[src/common/task_map_config.svh]
/*
 * Task mapper configuration
 * Mesh, cluster and scan sizes shared by the RTL
 */

`ifndef TASK_MAP_CONFIG_SVH
`define TASK_MAP_CONFIG_SVH

// Side of one cluster in PEs
`define TM_GRID 4

// Clusters in the mesh, cluster 0 belongs to the main controller
`define TM_CLUSTERS 4

// Side of the whole mesh in PEs
`define TM_MESH 8

// Largest Manhattan distance that still counts as a neighbour
`define TM_NBR_DIST 2

// PE positions scanned per cluster
`define TM_SCAN_LEN 16

`endif

[src/common/task_map_pkg.sv]
/*
 * Task mapper package
 * Width types for PE positions, ids and counts, and the controller states
 */

`default_nettype none

`include "task_map_config.svh"

package task_map_pkg;

  // Row or column inside one cluster
  typedef logic [$clog2(`TM_GRID)-1:0] coord_t;

  // Scan position, row * TM_GRID + column
  typedef logic [$clog2(`TM_SCAN_LEN)-1:0] pe_idx_t;

  typedef logic [$clog2(`TM_CLUSTERS)-1:0] cluster_t;

  // Global PE id over the full mesh
  typedef logic [$clog2(`TM_MESH*`TM_MESH)-1:0] pe_id_t;

  // Busy PEs of a cluster, 0 to TM_SCAN_LEN
  typedef logic [$clog2(`TM_SCAN_LEN+1)-1:0] occ_count_t;

  // At most 12 idle PEs lie within distance 2 in a 4x4 cluster
  typedef logic [3:0] nbr_count_t;

  // One bit per scan position, set means busy
  typedef logic [`TM_SCAN_LEN-1:0] occ_bits_t;

  typedef enum logic [1:0] {
    st_idle,
    st_scan,
    st_resp,
    st_select
  } map_state_t;

endpackage

`default_nettype wire

[src/common/map_ifs.sv]
/*
 * Internal buses of the task mapper
 * scan_if carries the scan sequence, occ_if the occupancy view
 */

`timescale 1ns/10ps
`default_nettype none

`include "task_map_config.svh"

// ####################
// Scan sequencing
// ####################
interface scan_if import task_map_pkg::*; ();
  logic    start;
  logic    root;
  pe_idx_t pos;
  logic    step;
  logic    last;

  modport master  (output start, output root, input last);
  modport counter (input start, output pos, output step, output last);
  modport scorer  (input start, input root, input pos, input step, input last);
endinterface

// ####################
// Occupancy view
// ####################
interface occ_if import task_map_pkg::*; ();
  occ_bits_t  active_bits;
  occ_count_t counts [`TM_CLUSTERS];
  cluster_t   active;
  logic       alloc;
  pe_idx_t    alloc_pos;

  modport provider (
    output active_bits, output counts,
    input  active, input alloc, input alloc_pos
  );
  modport scorer   (input active_bits, input active, output alloc, output alloc_pos);
  modport selector (input counts, output active);
endinterface

`default_nettype wire

[src/hw/map_ctrl_fsm.sv]
/*
 * Mapper control FSM
 * Accepts one task at a time, runs the scan, holds the response
 * and triggers cluster selection at the end of an application
 */

`timescale 1ns/10ps
`default_nettype none

module map_ctrl_fsm import task_map_pkg::*; (
  input  logic   clk,
  input  logic   rst_b,
  input  logic   task_valid,
  input  logic   task_root,
  output logic   task_ready,
  input  logic   app_end,
  input  logic   map_ready,
  output logic   map_valid,
  output logic   select,
  scan_if.master scan
);

  map_state_t state;
  map_state_t state_nxt;
  logic       start_q;
  logic       root_q;
  logic       last_q;

  always_comb begin
    state_nxt = state;
    unique case (state)
      st_idle: begin
        // A waiting task has priority over app_end
        if (task_valid) begin
          state_nxt = st_scan;
        end else if (app_end) begin
          state_nxt = st_select;
        end
      end
      // One extra cycle after last lets the scorer load its result
      st_scan:   if (last_q) state_nxt = st_resp;
      st_resp:   if (map_ready) state_nxt = st_idle;
      st_select: state_nxt = st_idle;
      default:   state_nxt = st_idle;
    endcase
  end

  always_ff @(posedge clk) begin
    if (!rst_b) begin
      state   <= st_idle;
      start_q <= 1'b0;
      last_q  <= 1'b0;
    end else begin
      state   <= state_nxt;
      start_q <= (state == st_idle) && task_valid;
      last_q  <= scan.last;
    end
  end

  // Root flag of the accepted task, held until the next accept
  always_ff @(posedge clk) begin
    if ((state == st_idle) && task_valid) begin
      root_q <= task_root;
    end
  end

  assign task_ready = (state == st_idle);
  assign map_valid  = (state == st_resp);
  assign select     = (state == st_select);
  assign scan.start = start_q;
  assign scan.root  = root_q;

endmodule

`default_nettype wire

[src/hw/pe_scan_counter.sv]
/*
 * PE scan counter
 * Presents every position of the active cluster once per scan
 */

`timescale 1ns/10ps
`default_nettype none

`include "task_map_config.svh"

module pe_scan_counter import task_map_pkg::*; (
  input  logic    clk,
  input  logic    rst_b,
  scan_if.counter scan
);

  pe_idx_t pos_q;
  logic    step_q;

  always_ff @(posedge clk) begin
    if (!rst_b) begin
      pos_q  <= '0;
      step_q <= 1'b0;
    end else if (scan.start) begin
      pos_q  <= '0;
      step_q <= 1'b1;
    end else if (step_q) begin
      if (scan.last) begin
        step_q <= 1'b0;
      end else begin
        pos_q <= pos_q + 1'b1;
      end
    end
  end

  assign scan.pos  = pos_q;
  assign scan.step = step_q;
  assign scan.last = step_q && (pos_q == pe_idx_t'(`TM_SCAN_LEN - 1));

endmodule

`default_nettype wire

[src/hw/pe_scorer.sv]
/*
 * PE scorer
 * Rates each scanned PE by its idle neighbours and its distance to the
 * controller corner, keeps the best idle PE and forms the id pair
 */

`timescale 1ns/10ps
`default_nettype none

`include "task_map_config.svh"

module pe_scorer import task_map_pkg::*; (
  input  logic   clk,
  input  logic   rst_b,
  scan_if.scorer scan,
  occ_if.scorer  occ,
  output pe_id_t src_id,
  output pe_id_t dest_id,
  output logic   map_full
);

  // Idle PEs at distance 1 to TM_NBR_DIST from position p
  function automatic nbr_count_t idle_nbrs(input occ_bits_t bits, input pe_idx_t p);
    nbr_count_t n;
    int         dr;
    int         dc;
    n = '0;
    for (int q = 0; q < `TM_SCAN_LEN; q++) begin
      dr = q / `TM_GRID - int'(p) / `TM_GRID;
      dc = q % `TM_GRID - int'(p) % `TM_GRID;
      if (dr < 0) dr = -dr;
      if (dc < 0) dc = -dc;
      if (!bits[q] && (dr + dc >= 1) && (dr + dc <= `TM_NBR_DIST)) begin
        n = n + 1'b1;
      end
    end
    return n;
  endfunction

  // Local position to mesh id, using the row and column offset of the cluster
  function automatic pe_id_t global_id(input cluster_t c, input pe_idx_t p);
    int grow;
    int gcol;
    grow = int'(p) / `TM_GRID + (c[1] ? `TM_GRID : 0);
    gcol = int'(p) % `TM_GRID + ((c[1] ^ c[0]) ? `TM_GRID : 0);
    return pe_id_t'(grow * `TM_MESH + gcol);
  endfunction

  coord_t     cur_row;
  coord_t     cur_col;
  logic [2:0] cur_dist;
  nbr_count_t cur_nbr;
  logic       better;
  logic       best_valid;
  pe_idx_t    best_pos;
  nbr_count_t best_nbr;
  logic [2:0] best_dist;
  logic       done_q;
  pe_id_t     new_id;

  // ####################
  // Score of the current position
  // ####################
  assign cur_row = coord_t'(scan.pos / `TM_GRID);
  assign cur_col = coord_t'(scan.pos % `TM_GRID);
  // Corner row is the far row for clusters 2 and 3, far column for 1 and 2
  assign cur_dist = {1'b0, cur_row ^ {$bits(coord_t){occ.active[1]}}}
                  + {1'b0, cur_col ^ {$bits(coord_t){occ.active[1] ^ occ.active[0]}}};
  assign cur_nbr  = idle_nbrs(occ.active_bits, scan.pos);

  // Strict compare keeps the earlier position on a full tie
  assign better = !occ.active_bits[scan.pos]
               && (!best_valid || (cur_nbr > best_nbr)
                   || ((cur_nbr == best_nbr) && (cur_dist < best_dist)));

  always_ff @(posedge clk) begin
    if (!rst_b) begin
      best_valid <= 1'b0;
      done_q     <= 1'b0;
    end else begin
      done_q <= scan.step && scan.last;
      if (scan.start) begin
        best_valid <= 1'b0;
      end else if (scan.step && better) begin
        best_valid <= 1'b1;
      end
    end
  end

  always_ff @(posedge clk) begin
    if (scan.step && better) begin
      best_pos  <= scan.pos;
      best_nbr  <= cur_nbr;
      best_dist <= cur_dist;
    end
  end

  // ####################
  // Result register
  // ####################
  assign new_id = global_id(occ.active, best_pos);

  always_ff @(posedge clk) begin
    if (!rst_b) begin
      src_id   <= '0;
      dest_id  <= '0;
      map_full <= 1'b0;
    end else if (done_q) begin
      map_full <= !best_valid;
      if (best_valid) begin
        dest_id <= new_id;
        src_id  <= scan.root ? new_id : dest_id;
      end else begin
        // Cluster full, the task stays on the previous PE
        src_id <= dest_id;
      end
    end
  end

  assign occ.alloc     = done_q && best_valid;
  assign occ.alloc_pos = best_pos;

endmodule

`default_nettype wire

[src/hw/occupancy/occupancy_map.sv]
/*
 * Cluster occupancy map
 * One busy bit per PE for every cluster, with a busy count per cluster
 */

`timescale 1ns/10ps
`default_nettype none

`include "task_map_config.svh"

module occupancy_map import task_map_pkg::*; (
  input  logic    clk,
  input  logic    rst_b,
  occ_if.provider occ
);

  occ_bits_t  occ_bits [`TM_CLUSTERS];
  occ_count_t pop      [`TM_CLUSTERS];

  // PEs are only freed by reset
  always_ff @(posedge clk) begin
    if (!rst_b) begin
      for (int c = 0; c < `TM_CLUSTERS; c++) begin
        occ_bits[c] <= '0;
      end
    end else if (occ.alloc) begin
      occ_bits[occ.active][occ.alloc_pos] <= 1'b1;
    end
  end

  // ####################
  // Busy counts
  // ####################
  always_comb begin
    for (int c = 0; c < `TM_CLUSTERS; c++) begin
      pop[c] = '0;
      for (int p = 0; p < `TM_SCAN_LEN; p++) begin
        pop[c] = pop[c] + occ_count_t'(occ_bits[c][p]);
      end
    end
  end

  always_comb begin
    for (int c = 0; c < `TM_CLUSTERS; c++) begin
      occ.counts[c] = pop[c];
    end
  end

  // Matrix of the cluster being scanned
  assign occ.active_bits = occ_bits[occ.active];

endmodule

`default_nettype wire

[src/hw/occupancy/cluster_selector.sv]
/*
 * Cluster selector
 * Holds the active cluster and moves to the least occupied one on select
 */

`timescale 1ns/10ps
`default_nettype none

`include "task_map_config.svh"

module cluster_selector import task_map_pkg::*; (
  input  logic    clk,
  input  logic    rst_b,
  input  logic    select,
  occ_if.selector occ
);

  cluster_t   min_idx;
  occ_count_t min_cnt;
  cluster_t   active_q;

  // Less-or-equal lets a later cluster win a tie
  always_comb begin
    min_idx = '0;
    min_cnt = '1;
    for (int c = 0; c < `TM_CLUSTERS; c++) begin
      if (occ.counts[c] <= min_cnt) begin
        min_cnt = occ.counts[c];
        min_idx = cluster_t'(c);
      end
    end
  end

  always_ff @(posedge clk) begin
    if (!rst_b) begin
      active_q <= '0;
    end else if (select) begin
      active_q <= min_idx;
    end
  end

  assign occ.active = active_q;

endmodule

`default_nettype wire

[src/hw/task_mapper.sv]
/*
 * Task mapper top level
 * Maps tasks onto a mesh of four 4x4 PE clusters over valid/ready ports
 */

`timescale 1ns/10ps
`default_nettype none

module task_mapper import task_map_pkg::*; (
  input  logic     clk,
  input  logic     rst_b,
  input  logic     task_valid,
  output logic     task_ready,
  input  logic     task_root,
  input  logic     app_end,
  output logic     map_valid,
  input  logic     map_ready,
  output pe_id_t   src_id,
  output pe_id_t   dest_id,
  output logic     map_full,
  output cluster_t active_cluster
);

  logic select;

  scan_if scan_bus ();
  occ_if  occ_bus ();

  map_ctrl_fsm u_ctrl (
    .clk        (clk),
    .rst_b      (rst_b),
    .task_valid (task_valid),
    .task_root  (task_root),
    .task_ready (task_ready),
    .app_end    (app_end),
    .map_ready  (map_ready),
    .map_valid  (map_valid),
    .select     (select),
    .scan       (scan_bus.master)
  );

  pe_scan_counter u_counter (
    .clk   (clk),
    .rst_b (rst_b),
    .scan  (scan_bus.counter)
  );

  pe_scorer u_scorer (
    .clk      (clk),
    .rst_b    (rst_b),
    .scan     (scan_bus.scorer),
    .occ      (occ_bus.scorer),
    .src_id   (src_id),
    .dest_id  (dest_id),
    .map_full (map_full)
  );

  occupancy_map u_occ (
    .clk   (clk),
    .rst_b (rst_b),
    .occ   (occ_bus.provider)
  );

  cluster_selector u_select (
    .clk    (clk),
    .rst_b  (rst_b),
    .select (select),
    .occ    (occ_bus.selector)
  );

  assign active_cluster = occ_bus.active;

endmodule

`default_nettype wire

[config.mk]
export PLATFORM = sky130hd
export DESIGN_NAME = task_mapper
export DESIGN_NICKNAME = d
export VERILOG_FILES = /design/src/common/task_map_pkg.sv /design/src/common/map_ifs.sv /design/src/hw/map_ctrl_fsm.sv /design/src/hw/pe_scan_counter.sv /design/src/hw/pe_scorer.sv /design/src/hw/occupancy/occupancy_map.sv /design/src/hw/occupancy/cluster_selector.sv /design/src/hw/task_mapper.sv
export VERILOG_INCLUDE_DIRS = /design/src /design/src/common
export SDC_FILE = /design/constraint.sdc
export NUM_CORES = 1
export LEC_CHECK = 0
export BUFFER_PORTS_ARGS = -buffer_cell sky130_fd_sc_hd__buf_2
export CORE_ASPECT_RATIO = 1.75
export CORE_MARGIN = 3
export CORE_UTILIZATION = 35
export DETAILED_ROUTE_END_ITERATION = 6
export GPL_TIMING_DRIVEN = 0
export SYNTH_ARGS = -nofsm -noshare
export SYNTH_HDL_FRONTEND = slang
export SYNTH_SLANG_ARGS = --single-unit
[constraint.sdc]
create_clock -name clk -period 14.03 [get_ports clk]
set_clock_uncertainty 0.15 [all_clocks]
set_input_delay 0.7015 -clock clk [delete_from_list [all_inputs] [get_ports clk]]
set_output_delay 0.7015 -clock clk [all_outputs]
set_load 0.02 [all_outputs]
# After elaboration in Yosys (flattened, before gate mapping)
# Memories as Yosys holds them, arrays and structs flattened. A register that Yosys moved wholly into a read port is not among the register bits.
# Cells that the tools add are included.
# totals
reg_bits	38
ram_bits	64
in_bits	6
out_inout_bits	17
elab_cells	311
mem_count	1
# classes
n_addsub	112
magnitude_cmp	49
eq_ne	8
muxes	55
n_bitwise	5
n_reduce_logical	66
# mem_list
memory	words	word_bits	read_ports	rd_ports_with_merged_regs	wr	line_no	rtl
u_occ.occ_bits	4	16	5	1	4	occupancy_map.sv:17	occ_bits_t occ_bits [`TM_CLUSTERS];
# ops
operator	n
32-bit adder	16
32-bit by 2-bit greater-or-equal comparator with 1-bit output (second input constant)	16
32-bit by 3-bit <= comparator with 1-bit output (second input constant)	16
5-bit by 1-bit adder with 5-bit output	56
32-bit by 1-bit < comparator with 1-bit output (second input constant)	8
32-bit two-way mux	8
32-bit negation	8
4-bit by 1-bit adder with 4-bit output (second input constant)	15
4-bit two-way mux	15
16-bit two-way mux	3
1-bit logical AND	40
1-bit zero test	18
2-bit two-way mux	9
16-bit OR reduction	1
5-bit <= comparator	3
5-bit two-way mux	3
6-bit two-way mux	2
1-bit by 2-bit subtractor with 3-bit output (first input constant)	4
2-bit by 2-bit subtractor with 3-bit output (first input constant)	4
4-bit by 5-bit < comparator with 1-bit output (second input constant)	2
1-bit two-way mux	10
1-bit by 1-bit adder with 2-bit output	4
2-bit one-hot mux with 4 select lines	1
3-bit by 6-bit adder with 6-bit output	1
25 further kinds	32

# Longest topological paths before layout
# Gate-level depths: netlist (run 1).
# depth
ltp_word	43
ltp_mapped	64
depth_no_buf	63

# Hierarchy
# From an unflattened synthesis (run 1), not the netlist that was laid out.
# hier_totals
cells_unflattened	1298
hier_area_um2	12092.8
# modules_own_cells
module	n_inst	cells_per_inst	area_each_um2
pe_scorer	1	762	6361.1
occupancy_map	1	426	4735.8
cluster_selector	1	67	556.8
pe_scan_counter	1	25	240.2
map_ctrl_fsm	1	18	198.9

# Least setup slack after synthesis (run 1)
# No wires, ideal clock.
# synth_path
kind	flip-flop to flip-flop
startpoint	reg u_counter.pos_q[1] (netlist: u_counter.scan.pos[1])
endpoint	reg u_scorer.best_dist[0] (enable)
setup_time_ps	399
t_arrival_ps	12120
path_slack_ps	1360
stages_incl_launch_ff	58
cell_sequence	dfxtp_1 clkinv_1 ha_1 or2_2 ha_1 fa_1 xnor2_1 nand2b_1 or3_1 inv_1 ha_1 xor2_2 ha_1 nor2_1 nor2_1 ha_1 a22o_1 ha_1 (+22 left out) a21oi_1 ha_1 nand2_1 o31ai_1 nand2_1 inv_1 ha_1 nand2_1 o21ai_0 ha_1 mux2_2 ha_1 mux2_2 ha_1 o2111ai_1 o21ai_0 o22ai_1 a211oi_1
# synth_between
elab_chain_cells	43
elab_cells_between_ends	140
# synth_rtl
element	line_no	rtl
start, declared	pe_scan_counter.sv:17	pe_idx_t pos_q;
start signal, assigned	pe_scan_counter.sv:31	pos_q <= pos_q + 1'b1;
1-bit by 2-bit subtractor with 3-bit output (no line)	n/a	
32-bit negation / 32-bit by 1-bit < comparator with 1-bit output (equally long branches)	pe_scorer.sv:32	if (dc < 0) dc = -dc;
32-bit two-way mux	pe_scorer.sv:32	
32-bit adder	pe_scorer.sv:33	if (!bits[q] && (dr + dc >= 1) && (dr + dc <= `TM_NBR_DIST)) begin
32-bit by 2-bit greater-or-equal comparator with 1-bit output	pe_scorer.sv:33	
1-bit logical AND (2 in series)	pe_scorer.sv:33	
1-bit two-way mux	pe_scorer.sv:33	
1-bit by 1-bit adder with 2-bit output	pe_scorer.sv:34	n = n + 1'b1;
(+27 left out)	n/a	
4-bit by 1-bit adder with 4-bit output	pe_scorer.sv:34	
4-bit two-way mux *	pe_scorer.sv:33	
net u_scorer.cur_nbr[1]	pe_scorer.sv:52	nbr_count_t cur_nbr;
4-bit greater-than comparator / 4-bit equality test (equally long branches)	pe_scorer.sv:73, pe_scorer.sv:74	
1-bit logical OR / 1-bit logical AND (equally long branches)	pe_scorer.sv:73, pe_scorer.sv:74	
1-bit logical OR *	pe_scorer.sv:74	|| ((cur_nbr == best_nbr) && (cur_dist < best_dist)));
1-bit logical AND *	pe_scorer.sv:73	&& (!best_valid || (cur_nbr > best_nbr)
1-bit logical AND *	pe_scorer.sv:91	if (scan.step && better) begin
end signal, assigned	pe_scorer.sv:94	best_dist <= cur_dist;
end, declared	pe_scorer.sv:57	logic [2:0] best_dist;
# Mark *: on every way through the listed nets, which the timed path passes. The rest lies on a longest branch. The select of a mux whose other input is x is not followed.
# A chain may end at the register's enable or synchronous reset.

# Worst setup path in the final report (run 1)
# layout_path
startpoint	reg u_counter.pos_q[0] (netlist: u_counter.scan.pos[0])
endpoint	reg u_scorer.best_pos[1] (netlist: u_scorer.occ.alloc_pos[1]) (enable)
# layout_between
elab_chain_cells	43
elab_cells_between_ends	140
# layout_rtl
element	line_no	rtl
1-bit by 2-bit subtractor with 3-bit output (no line)	n/a	
32-bit negation / 32-bit by 1-bit < comparator with 1-bit output (equally long branches)	pe_scorer.sv:32	
32-bit two-way mux	pe_scorer.sv:32	
32-bit adder	pe_scorer.sv:33	
32-bit by 2-bit greater-or-equal comparator with 1-bit output	pe_scorer.sv:33	
1-bit logical AND (2 in series)	pe_scorer.sv:33	
1-bit two-way mux	pe_scorer.sv:33	
1-bit by 1-bit adder with 2-bit output	pe_scorer.sv:34	
(+27 left out)	n/a	
4-bit by 1-bit adder with 4-bit output	pe_scorer.sv:34	
4-bit two-way mux *	pe_scorer.sv:33	
net u_scorer.cur_nbr[2]	pe_scorer.sv:52	
4-bit greater-than comparator / 4-bit equality test (equally long branches)	pe_scorer.sv:73, pe_scorer.sv:74	
1-bit logical OR / 1-bit logical AND (equally long branches)	pe_scorer.sv:73, pe_scorer.sv:74	
1-bit logical OR *	pe_scorer.sv:74	
1-bit logical AND *	pe_scorer.sv:73	
1-bit logical AND *	pe_scorer.sv:91	
end signal, assigned	pe_scorer.sv:92	best_pos <= scan.pos;
end, declared	pe_scorer.sv:55	pe_idx_t best_pos;
# Marked as above.

==> results of run 1 <==
==> metrics by stage <==
stage	instance area [sq um]	setup WS, ns	cells
final	12100	0.880	1611
after global routing	12100	0.0291	1611
after CTS	12100	0.0207	1609
after global placement	11700	-1.00	1589
after detailed placement	11700	-0.395	1590
after floorplan	11100	1.36	1177
==> power by group through the flow <==
stage	clock network [mW]	logic, mW	registers (mW)
finish	0.253	0.946	0.350
global route	0.268	1.09	0.351
CTS	0.257	0.951	0.350
detailed placement	0	0.942	0.357
global placement	0	0.915	0.357
floorplan	0	0.730	0.353
==> registers in the layout, summed over array words and instances, names as in the netlist, 2 cells and up, named ones only <==
register                cells
u_occ.occ_bits             64
u_scorer.dest_id            6
u_scorer.src_id             6
u_counter.scan.pos          4
u_scorer.best_nbr           4
u_scorer.occ.alloc_pos      4
u_scorer.best_dist          3
u_ctrl.state                2
u_select.occ.active         2
==> metal layers <==
| metal | track usage (%) | routed length (um) | vias up |
|---|---|---|---|
| met1 | 16.0 | 9970 | 4218 |
| met2 | 36.3 | 17500 | 170 |
| met3 | 1.42 | 590 | 85 |
| li1 | - | - | 4185 |
| met5 | 0 | 0 | - |
| met4 | 12.0 | 2200 | 0 |
==> cells in the final DEF, fill, tap and decap left out, drive strengths merged, types with 16 or more instances in the layout <==
cell type  count
inv          148
ha           144
nor2         115
nand2         89
o21ai         77
edfxtp        76
a21oi         61
fa            60
xnor2         48
clkbuf        44
buf           34
dfxtp         27
mux4          21
nand3         20
nor2b         19
xor2          19
nor3          16
==> worst reg2reg max path: cells and delay by family (launching register included) <==
| kind | cells | cell delay [ns] |
|---|---|---|
| AOI/OAI and AO/OA | 13 | 1.86 |
| xor gates and xnor gates | 4 | 0.69 |
| adders and majority gates | 18 | 5.68 |
| buffers and inverters | 8 | 1.10 |
| DFF | 1 | 0.49 |
| muxes | 3 | 0.77 |
| and+or+nand+nor | 15 | 2.13 |
==> kinds of logic (layout without fill, tap and decap cells) <==
| logic type | Yosys count | after routing | synth area share [%] |
|---|---|---|---|
| DFF | 103 | 103 | 25.4 |
| buffers and inverters | 187 | 230 | 6.53 |
| and+or+nand+nor | 346 | 346 | 15.6 |
| other | 1 | 4 | 0.0338 |
| xor gates and xnor gates | 74 | 74 | 7.00 |
| AOI/OAI and AO/OA | 223 | 223 | 12.6 |
| muxes | 36 | 36 | 5.71 |
| adders and majority gates | 204 | 204 | 27.1 |
==> worst max-delay path by stage <==
stage	startpoint	to
after floorplan	u_counter.scan.pos[1]$_SDFFE_PP0P_	u_scorer.best_dist[0]$_DFFE_PP_
after global placement	u_counter.scan.pos[1]$_SDFFE_PP0P_	u_scorer.occ.alloc_pos[0]$_DFFE_PP_
after detailed placement	u_counter.scan.pos[1]$_SDFFE_PP0P_	u_scorer.occ.alloc_pos[0]$_DFFE_PP_
after CTS	u_counter.scan.pos[1]$_SDFFE_PP0P_	u_scorer.occ.alloc_pos[2]$_DFFE_PP_
after global routing	u_counter.scan.pos[0]$_SDFFE_PP0P_	u_scorer.best_dist[1]$_DFFE_PP_
final	u_counter.scan.pos[0]$_SDFFE_PP0P_	u_scorer.occ.alloc_pos[1]$_DFFE_PP_
==> final cells by class <==
type	count	area share, %
plain buffers	40	1.44
multi-input cells	887	63.0
well taps	391	4.04
clock buffers	11	2.03
repair buffers	27	1.24
inverters	147	4.61
clock inverters	5	0.392
flip-flops and latches	103	23.3
==> repair_timing <==
item / 4_1_cts / 5_1_grt
hold buffers: 0 / 0
setup endpoints to repair: 12 / 12
resized for setup: 6 / 10
buffers inserted: 3 / 2
pin swaps: 0 / 2
==> flow_summary.rst, run 1 <==
.. list-table::
   :header-rows: 1

   * - Metric
     - Value
   * - Most used cell along the critical path
     - sky130_fd_sc_hd__ha_1
   * - Per-cell via count in the routed design
     - 5.37
   * - Ant diodes
     - 0
   * - Outcome
     - finished, final reports clean
   * - Leakage power of the design
     - between 5 and 6 nW
   * - TritonCTS clock tree
     - done
   * - Iteration-0 DRC Markers
     - 408
   * - Endpoint of the worst register-to-register path
     - u_scorer.occ.alloc_pos[1]$_DFFE_PP_
   * - Shortest period the worst path allows
     - 13.15 ns
   * - Source-to-sink clock delay at the later pin of the worst-skew pair
     - 0.37 ns
   * - Port-buffer cells
     - 21
   * - Overall power after layout
     - ~1.5 mW
   * - Slowest cell delay on critical path
     - 0.54 ns
   * - Placed wire-length estimate after detailed placement
     - roughly 26,000 um
   * - Routability Congestion
     - 0.884
   * - Fmax
     - 0.0760 GHz
   * - Required time of the critical path
     - 13.96 ns
   * - Cell at the root of the clock tree
     - sky130_fd_sc_hd__clkbuf_16
   * - Crit path arrival time
     - 13.08 ns
   * - Detailed-router iteration count before antenna repair
     - 5
   * - Global-route wire length before repair
     - approximately 48,000 um
   * - Initial antenna violation count
     - 0
   * - Combined area of the multi-input logic cells
     - 7630 sq um
   * - Area growth, synth to finish
     - 9.23%
   * - Post-route DRC
     - 0
   * - Net Sw Frac
     - 43.0%
   * - Top cell family by delay on the critical path
     - adder cells
   * - Total negative setup slack
     - 0 ns
   * - Clock edge transition at the registers on the reported setup and hold paths
     - 0.08 ns
   * - Area of all sequential standard cells
     - 2820 sq um
   * - Hold Path Depth
     - 2
   * - Max Cap Violations
     - 0
   * - Synth Warn #
     - 0
   * - Number of clock buffers inserted by TritonCTS
     - 9
   * - Worst Hold Launch
     - u_ctrl.scan.start$_SDFF_PN0_
   * - Worst Setup Start Kind
     - flop
   * - Most frequent cells after synthesis
     - 144 x sky130_fd_sc_hd__ha_1, 143 x sky130_fd_sc_hd__inv_1, 115 x sky130_fd_sc_hd__nor2_1, 89 x sky130_fd_sc_hd__nand2_1
   * - Portion of synthesized cell area occupied by the leading cell type
     - 20.6%
   * - Fraction of the cycle the final worst path needs
     - 93.7%
   * - Cell-internal power
     - between 0.8 and 0.9 mW
   * - Maximum number of pins on one net before global-route repair
     - 20
   * - Hold Path Class
     - flop to flop
   * - Transition time at the pin with the least slew margin
     - 0.958 ns
   * - Start of the worst register-to-register path
     - u_counter.scan.pos[0]$_SDFFE_PP0P_
   * - Switching power of the nets
     - 0.666 mW
   * - I/O Pins
     - 23
   * - Hold EP
     - u_counter.scan.step$_SDFF_PN0_
   * - Leading post-synthesis cells by cell area
     - sky130_fd_sc_hd__edfxtp_1 21%, sky130_fd_sc_hd__ha_1 16%, sky130_fd_sc_hd__fa_1 11%
   * - Total power divided by cell area
     - 128 nW/um^2
   * - RSZ-0062 raised after global routing
     - no
   * - Worst max-slew margin expressed relative to the limit
     - a little over a third
   * - Core Rows
     - 85
   * - CTS H-tree lvls
     - 3
   * - Clk sinks
     - 103
   * - Number of hold violations in the final report
     - 0
   * - Final Setup Violations
     - 0
   * - Clock group share of total power
     - between 10% and 20%
   * - CP endpoint kind
     - flop
   * - Yosys top cell by area
     - sky130_fd_sc_hd__edfxtp_1
   * - Number of filler instances in the final layout
     - about 3,100
   * - Combinational group share of total power
     - between 60% and 70%
   * - Number of distinct library cells after synthesis
     - 81
   * - Largest vdd supply drop
     - 0.103 mV
   * - CTS Buffer Depth
     - 2
   * - Proportion of power drawn by flip-flops and latches
     - 22.6%
   * - Number of logic stages on the critical path including buffering
     - 61
   * - Slowest library cell on the worst path
     - sky130_fd_sc_hd__fa_1
   * - Max-slew violation total from the final report
     - 0
   * - Sequential fraction of the synthesis area
     - 25.4%
   * - Reg2reg path depth
     - slightly above 60
   * - Antenna-violating nets left
     - 0
   * - Synth Cell Area
     - roughly 11,000 sq um
   * - Die Width
     - 141 um
   * - Post-layout net count
     - 1,425
   * - Avg Synthesized Cell Area
     - 9.45 sq um
   * - Reg-to-reg setup timing slack
     - roughly 0.88 ns
   * - Worst hold-check slack
     - 0.329 ns
   * - Final core occ
     - 39.0%
   * - Remaining global-route overflow
     - 0
   * - Overall global routing resource usage
     - 17.9%
   * - Area of the core region
     - 31,100 sq um
   * - WL final
     - 30,300 um
   * - Ratio of cells with drive above 1 in the final layout
     - 8.61%
   * - Number of cells produced by synthesis
     - 1,174
   * - Die boundary height
     - 242 um
   * - Most common flop cell mapped by yosys
     - sky130_fd_sc_hd__edfxtp_1
   * - Seq cells post-synth
     - 103
   * - Largest fanout on the critical path
     - 10
   * - Worst Path Buf+Inv
     - 8
   * - Synth async-reset ratio
     - 0%
   * - Leading cell type by number of instances after synthesis
     - sky130_fd_sc_hd__ha_1
   * - Area of the die
     - 34,000 sq um
   * - Number of enable flip-flop cells after synthesis
     - 76
   * - Detailed-route via count
     - between 8,000 and 9,000
   * - Vias in the first global route
     - 9,004
   * - Crit path kind
     - flop to flop
   * - Routed length per instance
     - 18.8 um
   * - Initial standard-cell utilization of the core
     - 35.7%
Power figures use the tool's default switching activity.
==> run 2: changes to the inputs <==
--- a/config.mk
+++ b/config.mk
@@ -7,7 +7,6 @@
 export NUM_CORES = 1
 export LEC_CHECK = 0
 export BUFFER_PORTS_ARGS = -buffer_cell sky130_fd_sc_hd__buf_2
-export CORE_ASPECT_RATIO = 1.75
 export CORE_MARGIN = 3
 export CORE_UTILIZATION = 35
 export DETAILED_ROUTE_END_ITERATION = 6
==> run 2 against run 1 <==
Compared with the run above:
- via count about the same
- fmax increased by 1.9%
- global-route usage decreased by 1.3 points
- clock-buffer cell count increased by 3
- sequential power about the same
- first-iteration DRC count increased by 50%
- sequential share of layout area decreased by 0.21 points
- non-clock buffer count increased by 8
- hold slack got worse by 0.0063 ns
- final area increased by 1.0%
- sequential cell count unchanged
- largest power group unchanged
==> flow_summary.rst, run 2 (synthesized netlist as in run 1, its figures left out) <==
.. list-table::
   :header-rows: 1

   * - Metric
     - Value
   * - Final Setup Violations
     - 0
   * - Register ranked first by flip-flop count
     - u_occ.occ_bits
   * - Post-layout net count
     - 1,433
   * - WL final
     - around 28,000 um
   * - Slowest cell delay on critical path
     - 0.52 ns
   * - Number of filler instances in the final layout
     - 3,050
   * - Top Layer Used
     - met4
   * - Core Rows
     - 64
   * - Per-cell via count in the routed design
     - 5.33
   * - CTS H-tree lvls
     - 3
   * - Number of clock buffers inserted by TritonCTS
     - 9
   * - Clk sinks
     - 103
   * - Count of placed standard cells in the final layout, fillers left out
     - about 1,600
   * - Shortest period the worst path allows
     - 12.90 ns
   * - I/O Pins
     - 23
   * - Detailed-route via count
     - 8,664
   * - Maximum number of pins on one net before global-route repair
     - 20
   * - Cell at the root of the clock tree
     - sky130_fd_sc_hd__clkbuf_16
   * - Area of the die
     - ~34,000 sq um
   * - Transition time at the pin with the least slew margin
     - 1.14 ns
   * - TritonCTS clock tree
     - done
   * - Die boundary height
     - 184 um
   * - Global-route wire length before repair
     - 45,000 um
   * - Worst Setup Start Kind
     - flop
   * - Source-to-sink clock delay at the later pin of the worst-skew pair
     - 0.35 ns
   * - Max-slew violation total from the final report
     - 0
   * - Detail Route met2 WL
     - 13,200 um
   * - Cell total after placement
     - 1,594
   * - Initial standard-cell utilization of the core
     - 35.9%
   * - CTS Buffer Depth
     - 2
   * - Wire length on met1
     - about 13,000 um
   * - Largest vdd supply drop
     - 0.0966 mV
   * - Leakage power of the design
     - 5.25 nW
   * - Number of buffers added to fix hold violations after cts
     - 0
   * - Initial antenna violation count
     - 0
   * - Crit path kind
     - flop to flop
   * - Largest registers
     - u_occ.occ_bits (64), u_scorer.dest_id (6), u_scorer.src_id (6)
   * - Outcome
     - finished, final reports clean
   * - Die Width
     - 184 um
   * - Routability Congestion
     - 0.865
   * - Most used cell along the critical path
     - sky130_fd_sc_hd__ha_1
   * - Worst max-slew margin expressed relative to the limit
     - 23.0%
   * - Area of all sequential standard cells
     - 2830 sq um
   * - Fraction of the cycle the final worst path needs
     - 92.0%
   * - Max Cap Violations
     - 0
   * - Reg-to-reg setup timing slack
     - around 1.1 ns
   * - Largest fanout on the critical path
     - 11
   * - Area growth, synth to finish
     - 10.4%
   * - Ratio of cells with drive above 1 in the final layout
     - 9.69%
   * - Fmax
     - 0.0775 GHz
   * - Most used cells in the layout excluding fill and tap cells
     - 142 x sky130_fd_sc_hd__inv_1, 141 x sky130_fd_sc_hd__ha_1, 115 x sky130_fd_sc_hd__nor2_1
   * - Area of the core region
     - between 30,000 and 40,000 sq um
   * - Antenna-violating nets left
     - 0
   * - Vias in the first global route
     - 8,428
   * - Required time of the critical path
     - 13.94 ns
   * - Leading cell type in the layout, fill and taps excluded
     - sky130_fd_sc_hd__inv_1
   * - Iteration-0 DRC Markers
     - 612
   * - Placed wire-length estimate after detailed placement
     - 22,500 um
   * - Port-buffer cells
     - 21
   * - Slowest library cell on the worst path
     - sky130_fd_sc_hd__dfxtp_2
   * - Post-route setup slack
     - around 1.1 ns
   * - Detailed-router iteration count before antenna repair
     - 5
   * - Routed length per instance
     - 17.1 um
   * - Max FFs per register
     - 64
   * - Overall global routing resource usage
     - 16.5%
   * - CP endpoint kind
     - flop
   * - Total power divided by cell area
     - 126 nW/um^2
   * - Hold Path Class
     - flop to flop
   * - Met3 layer wire length in the routed design
     - 1210 um
   * - Crit path arrival time
     - about 13 ns
   * - Clock edge transition at the registers on the reported setup and hold paths
     - around 0.07 ns
   * - Ant diodes
     - 0
   * - Combined area of the multi-input logic cells
     - 7650 sq um
   * - Remaining global-route overflow
     - 0
   * - Post-route DRC
     - 0
   * - Worst setup slack before clock tree synthesis
     - -0.371 ns
   * - Number of hold violations in the final report
     - 0
## run 2: cell types whose count changed in the layout (fill, tap and decap cells not counted), moves of 2 or more
cell	change
sky130_fd_sc_hd__clkbuf_8	+2
sky130_fd_sc_hd__dfxtp_2	+3
sky130_fd_sc_hd__buf_4	+8
sky130_fd_sc_hd__inv_8	-2
sky130_fd_sc_hd__dfxtp_1	-3
## run 2: path summary, 6_finish.rpt
check | start | endpoint | depth (start not counted)
worst max-delay path | u_counter.scan.pos[3]$_SDFFE_PP0P_ | u_scorer.best_nbr[0]$_DFFE_PP_ | 59
worst min-delay path | u_scorer.dest_id[1]$_SDFFE_PN0P_ | u_scorer.dest_id[1]$_SDFFE_PN0P_ | 2
worst min register to register | u_scorer.dest_id[1]$_SDFFE_PN0P_ | u_scorer.dest_id[1]$_SDFFE_PN0P_ | 2
worst max register to register | u_counter.scan.pos[3]$_SDFFE_PP0P_ | u_scorer.best_nbr[0]$_DFFE_PP_ | 59
## run 2: final cells by class
cell class / instances / share of cell area, %
Clock buffer: 14 / 2.42
Inverter: 147 / 4.59
Tap cell: 396 / 4.05
Clock inverter: 2 / 0.0818
Multi-Input combinational cell: 887 / 62.5
Buffer: 40 / 1.44
Sequential cell: 103 / 23.1
Timing Repair Buffer: 35 / 1.82
## run 2: layer usage
metal / global-route usage, % / vias up
met5: 0 / -
met4: 4.20 / 0
met3: 1.64 / 39
met2: 27.7 / 239
met1: 23.1 / 4189
li1: - / 4197
## run 2: power by group
| part | switching [mW] | internal (mW) | leakage, nW |
|---|---|---|---|
| sequential | 0.00901 | 0.341 | 0.992 |
| combinational | 0.531 | 0.408 | 4.10 |
| clock | 0.108 | 0.146 | 0.159 |
## run 2: worst max-delay path, delay by kind of cell (launching register included)
kind / cells / cell delay (ns)
adder cells (fa/ha/maj): 16 / 5.01
AO/OA/AOI/OAI: 16 / 2.89
AND/OR/NAND/NOR: 14 / 1.66
buffers and inverters: 8 / 0.98
multiplexers: 3 / 0.71
XOR/XNOR: 2 / 0.68
flip-flops: 1 / 0.52
## run 2: timing repair
action	4_1_cts	5_1_grt
endpoints found under the setup margin	12	12
pin swaps	0	3
buffers inserted	0	14
gates resized for setup	4	23
## run 2: per-stage QoR
stage | TNS, ns | utilization, % | hold slack (ns) | power (mW) | area (sq um)
floorplan | 0 | - | 0.281 | 1.08 | 11100
global placement | -9.87 | 37.9 | 0.294 | 1.27 | 11700
detailed placement | -4.31 | 37.9 | 0.299 | 1.29 | 11700
CTS | 0 | 38.9 | 0.324 | 1.55 | 12000
global route | -0.249 | 39.6 | 0.352 | 1.70 | 12200
finish | 0 | 39.6 | 0.323 | 1.54 | 12200
==> run 3: changes to the inputs <==
--- a/config.mk
+++ b/config.mk
@@ -6,9 +6,12 @@
 export SDC_FILE = /design/constraint.sdc
 export NUM_CORES = 1
 export LEC_CHECK = 0
+export ABC_AREA = 1
 export BUFFER_PORTS_ARGS = -buffer_cell sky130_fd_sc_hd__buf_2
 export CORE_MARGIN = 3
 export CORE_UTILIZATION = 35
+export CTS_BUF_LIST = sky130_fd_sc_hd__clkbuf_16
+export CTS_CLUSTER_SIZE = 28
 export DETAILED_ROUTE_END_ITERATION = 6
 export GPL_TIMING_DRIVEN = 0
 export SYNTH_ARGS = -nofsm -noshare
==> run 3 against run 2 <==
Compared with the run above:
- core utilization fell by 0.33 points
- total power rose by 26%
- sequential cell count did not move
- final cell count rose by 39%
==> flow_summary.rst, run 3 <==
.. list-table::
   :header-rows: 1

   * - Metric
     - Value
   * - Clock group share of total power
     - 13.8%
   * - Leakage power of the design
     - 6.75 nW
   * - Crit path arrival time
     - approximately 13 ns
   * - Transition time at the pin with the least slew margin
     - 1.29 ns
   * - Cell-internal power
     - 0.970 mW
   * - Number of buffers added to fix hold violations after cts
     - 0
   * - WL final
     - 35,300 um
   * - Number of enable flip-flop cells after synthesis
     - between 70 and 80
   * - Portion of synthesized cell area occupied by the leading cell type
     - 18.0%
   * - Seq cells post-synth
     - approximately 100
   * - Routability Congestion
     - between 0.9 and 1
   * - Die boundary height
     - 196 um
   * - Post-layout net count
     - 2,001
   * - Number of clock buffers inserted by TritonCTS
     - 9
   * - Worst max-slew margin expressed relative to the limit
     - between 10% and 20%
   * - Met1 GRT Util
     - 25.7%
   * - Sequential fraction of the synthesis area
     - 22.3%
   * - Post-route DRC
     - 0
   * - Number of distinct library cells after synthesis
     - 63
   * - Clock edge transition at the registers on the reported setup and hold paths
     - 0.07 ns
   * - Post-route setup slack
     - 0.882 ns
   * - Most common flop cell mapped by yosys
     - sky130_fd_sc_hd__edfxtp_1
   * - Most used cells in the layout excluding fill and tap cells
     - 302 x sky130_fd_sc_hd__nand2_1, 285 x sky130_fd_sc_hd__inv_1, 173 x sky130_fd_sc_hd__nor2_1
   * - Synth Cell Area
     - 12,700 sq um
   * - Placed wire-length estimate after detailed placement
     - between 20,000 and 30,000 um
   * - Source-to-sink clock delay at the later pin of the worst-skew pair
     - 0.36 ns
   * - Port-buffer cells
     - 21
   * - Proportion of power drawn by flip-flops and latches
     - 18.6%
   * - Global-route wire length before repair
     - ~57,000 um
   * - Met2 demand-to-capacity share in global routing
     - between 20% and 30%
   * - Max Cap Violations
     - 0
   * - Yosys top cell by area
     - sky130_fd_sc_hd__edfxtp_1
   * - Largest registers
     - u_occ.occ_bits (64), u_scorer.dest_id (6), u_scorer.src_id (6)
   * - Switching power of the nets
     - 0.969 mW
   * - Max FFs per register
     - 64
   * - Combined area of the multi-input logic cells
     - between 8000 and 9000 sq um
   * - Initial antenna violation count
     - 0
   * - Detailed-router iteration count before antenna repair
     - 6
   * - Leading post-synthesis cells by cell area
     - sky130_fd_sc_hd__edfxtp_1 18%, sky130_fd_sc_hd__ha_1 14%, sky130_fd_sc_hd__fa_1 9.5%
   * - Area of the die
     - 38,500 sq um
   * - Most frequent cells after synthesis
     - 304 x sky130_fd_sc_hd__nand2_1, 291 x sky130_fd_sc_hd__inv_1, 174 x sky130_fd_sc_hd__nor2_1, 146 x sky130_fd_sc_hd__ha_1, 127 x sky130_fd_sc_hd__o21ai_0
   * - Area of the core region
     - 35,700 sq um
   * - Met3 track utilization from global routing
     - under 10%
   * - Antenna-violating nets left
     - 0
   * - Cell total after placement
     - about 2,200
   * - Register ranked first by flip-flop count
     - u_occ.occ_bits
   * - Leading cell type by number of instances after synthesis
     - sky130_fd_sc_hd__nand2_1
   * - Required time of the critical path
     - 13.95 ns
   * - Max-slew violation total from the final report
     - 0
   * - Number of filler instances in the final layout
     - 3,634
   * - Slowest cell delay on critical path
     - 0.48 ns
   * - Combinational group share of total power
     - 67.6%
   * - Routed length per instance
     - around 16 um
   * - Shortest period the worst path allows
     - 13.15 ns
   * - Cell at the root of the clock tree
     - sky130_fd_sc_hd__clkbuf_16
   * - Count of placed standard cells in the final layout, fillers left out
     - 2,255
   * - Total power divided by cell area
     - about 140 nW/um^2
   * - Leading cell type in the layout, fill and taps excluded
     - sky130_fd_sc_hd__nand2_1
   * - Most used cell along the critical path
     - sky130_fd_sc_hd__nand2_1
   * - Die Width
     - 196 um
   * - Largest fanout on the critical path
     - 20
   * - Slowest library cell on the worst path
     - sky130_fd_sc_hd__dfxtp_4
   * - Worst Setup Start Kind
     - flop
   * - Fmax
     - 0.0761 GHz
   * - Net Sw Frac
     - 50.0%
   * - Hold Path Class
     - flop to flop
   * - Outcome
     - finished, final reports clean
   * - Ant diodes
     - 0
   * - Avg Synthesized Cell Area
     - 7.30 sq um
   * - Overall global routing resource usage
     - 18.1%
   * - Per-cell via count in the routed design
     - 5.16
   * - TritonCTS clock tree
     - done
   * - Post-Place Cell Area
     - 13,400 sq um
   * - CP endpoint kind
     - flop
   * - Crit path kind
     - flop to flop
   * - I/O Pins
     - 23
   * - Remaining global-route overflow
     - 0
   * - Detailed-route via count
     - 11,600
   * - Fraction of the cycle the final worst path needs
     - 93.7%
   * - CTS Buffer Depth
     - 2
   * - Maximum number of pins on one net before global-route repair
     - 25
   * - Final Setup Violations
     - 0
   * - Most heavily used metal layer in global routing
     - met2
   * - Area of all sequential standard cells
     - ~2800 sq um
   * - Ratio of cells with drive above 1 in the final layout
     - 10.1%
   * - Core Rows
     - 69
   * - Synth Warn #
     - 0
   * - Largest vdd supply drop
     - 0.160 mV
   * - Area growth, synth to finish
     - 10.5%
   * - Final cell area excluding filler cells
     - 14,000 sq um
   * - Synth async-reset ratio
     - 0%
   * - Clk sinks
     - roughly 100
   * - Iteration-0 DRC Markers
     - 872
   * - Number of hold violations in the final report
     - 0
   * - Worst setup slack before clock tree synthesis
     - -0.480 ns
   * - Initial standard-cell utilization of the core
     - ~36%
   * - Vias in the first global route
     - roughly 11,000
   * - CTS H-tree lvls
     - 3
   * - Number of cells produced by synthesis
     - between 1,500 and 2,000
run 3: power groups by stage:
stage | clock network [mW] | registers (mW) | logic (mW)
2_1_floorplan | 0 | 0.361 | 0.990
5_1_grt | 0.285 | 0.362 | 1.51
4_1_cts | 0.270 | 0.360 | 1.31
6_report | 0.268 | 0.360 | 1.31
3_3_place_gp | 0 | 0.367 | 1.27
3_5_place_dp | 0 | 0.367 | 1.30
run 3: logic make-up after synthesis:
kind of cell | share of synthesized area (%)
AO/OA/AOI/OAI | 14.0
XOR/XNOR | 2.14
adder cells (fa/ha/maj) | 23.9
flip-flops | 22.3
buffers and inverters | 10.5
AND/OR/NAND/NOR | 27.2
other | 0.0296
run 3: worst paths after layout:
path / from / endpoint / slack [ns] / depth (start not counted)
setup / recovery: u_counter.scan.pos[1]$_SDFFE_PP0P_ / u_scorer.best_dist[1]$_DFFE_PP_ / 0.88 / 73
hold / removal: u_counter.scan.step$_SDFF_PN0_ / u_ctrl.last_q$_SDFF_PN0_ / 0.33 / 2
setup reg to reg: u_counter.scan.pos[1]$_SDFFE_PP0P_ / u_scorer.best_dist[1]$_DFFE_PP_ / 0.88 / 73
hold reg to reg: u_counter.scan.step$_SDFF_PN0_ / u_ctrl.last_q$_SDFF_PN0_ / 0.33 / 2
run 3: per-stage QoR:
step           power [mW]  utilization [%]  TNS [ns]  hold WS, ns
6_report             1.94             39.3         0        0.327
5_1_grt              2.16             39.3    -0.444        0.359
4_1_cts              1.94             38.5         0        0.333
3_5_place_dp         1.67             37.5     -5.37        0.309
3_3_place_gp         1.63             37.5     -3.67        0.301
2_1_floorplan        1.35                -         0        0.284
run 3: cell type report:
type	instances	area share, %
well taps	461	4.12
repair inverters	1	0.0536
multi-input cells	1288	61.8
clock inverters	7	0.670
plain buffers	44	1.55
flip-flops and latches	103	20.2
repair buffers	39	1.72
clock buffers	9	1.61
inverters	303	8.29
run 3: metal layers:
metal	share of wire, %	wire length (um)
met1	47	16600
met4	2.3	798
met2	46	16100
met5	0	0
met3	5.1	1780
run 3: critical path: cells and delay by family, from the launching register on:
family	cells	cell delay, ns
compound gates	5	1.16
fa+ha+maj	17	4.62
buf+inv	17	1.58
flops	1	0.48
simple gates	34	4.86
run 3: what timing repair did:
action / 4_1_cts / 5_1_grt
resized for setup: 10 / 41
setup endpoints to repair: 12 / 12
buffers inserted: 0 / 18
pin swaps: 0 / 4
gates cloned: 0 / 1
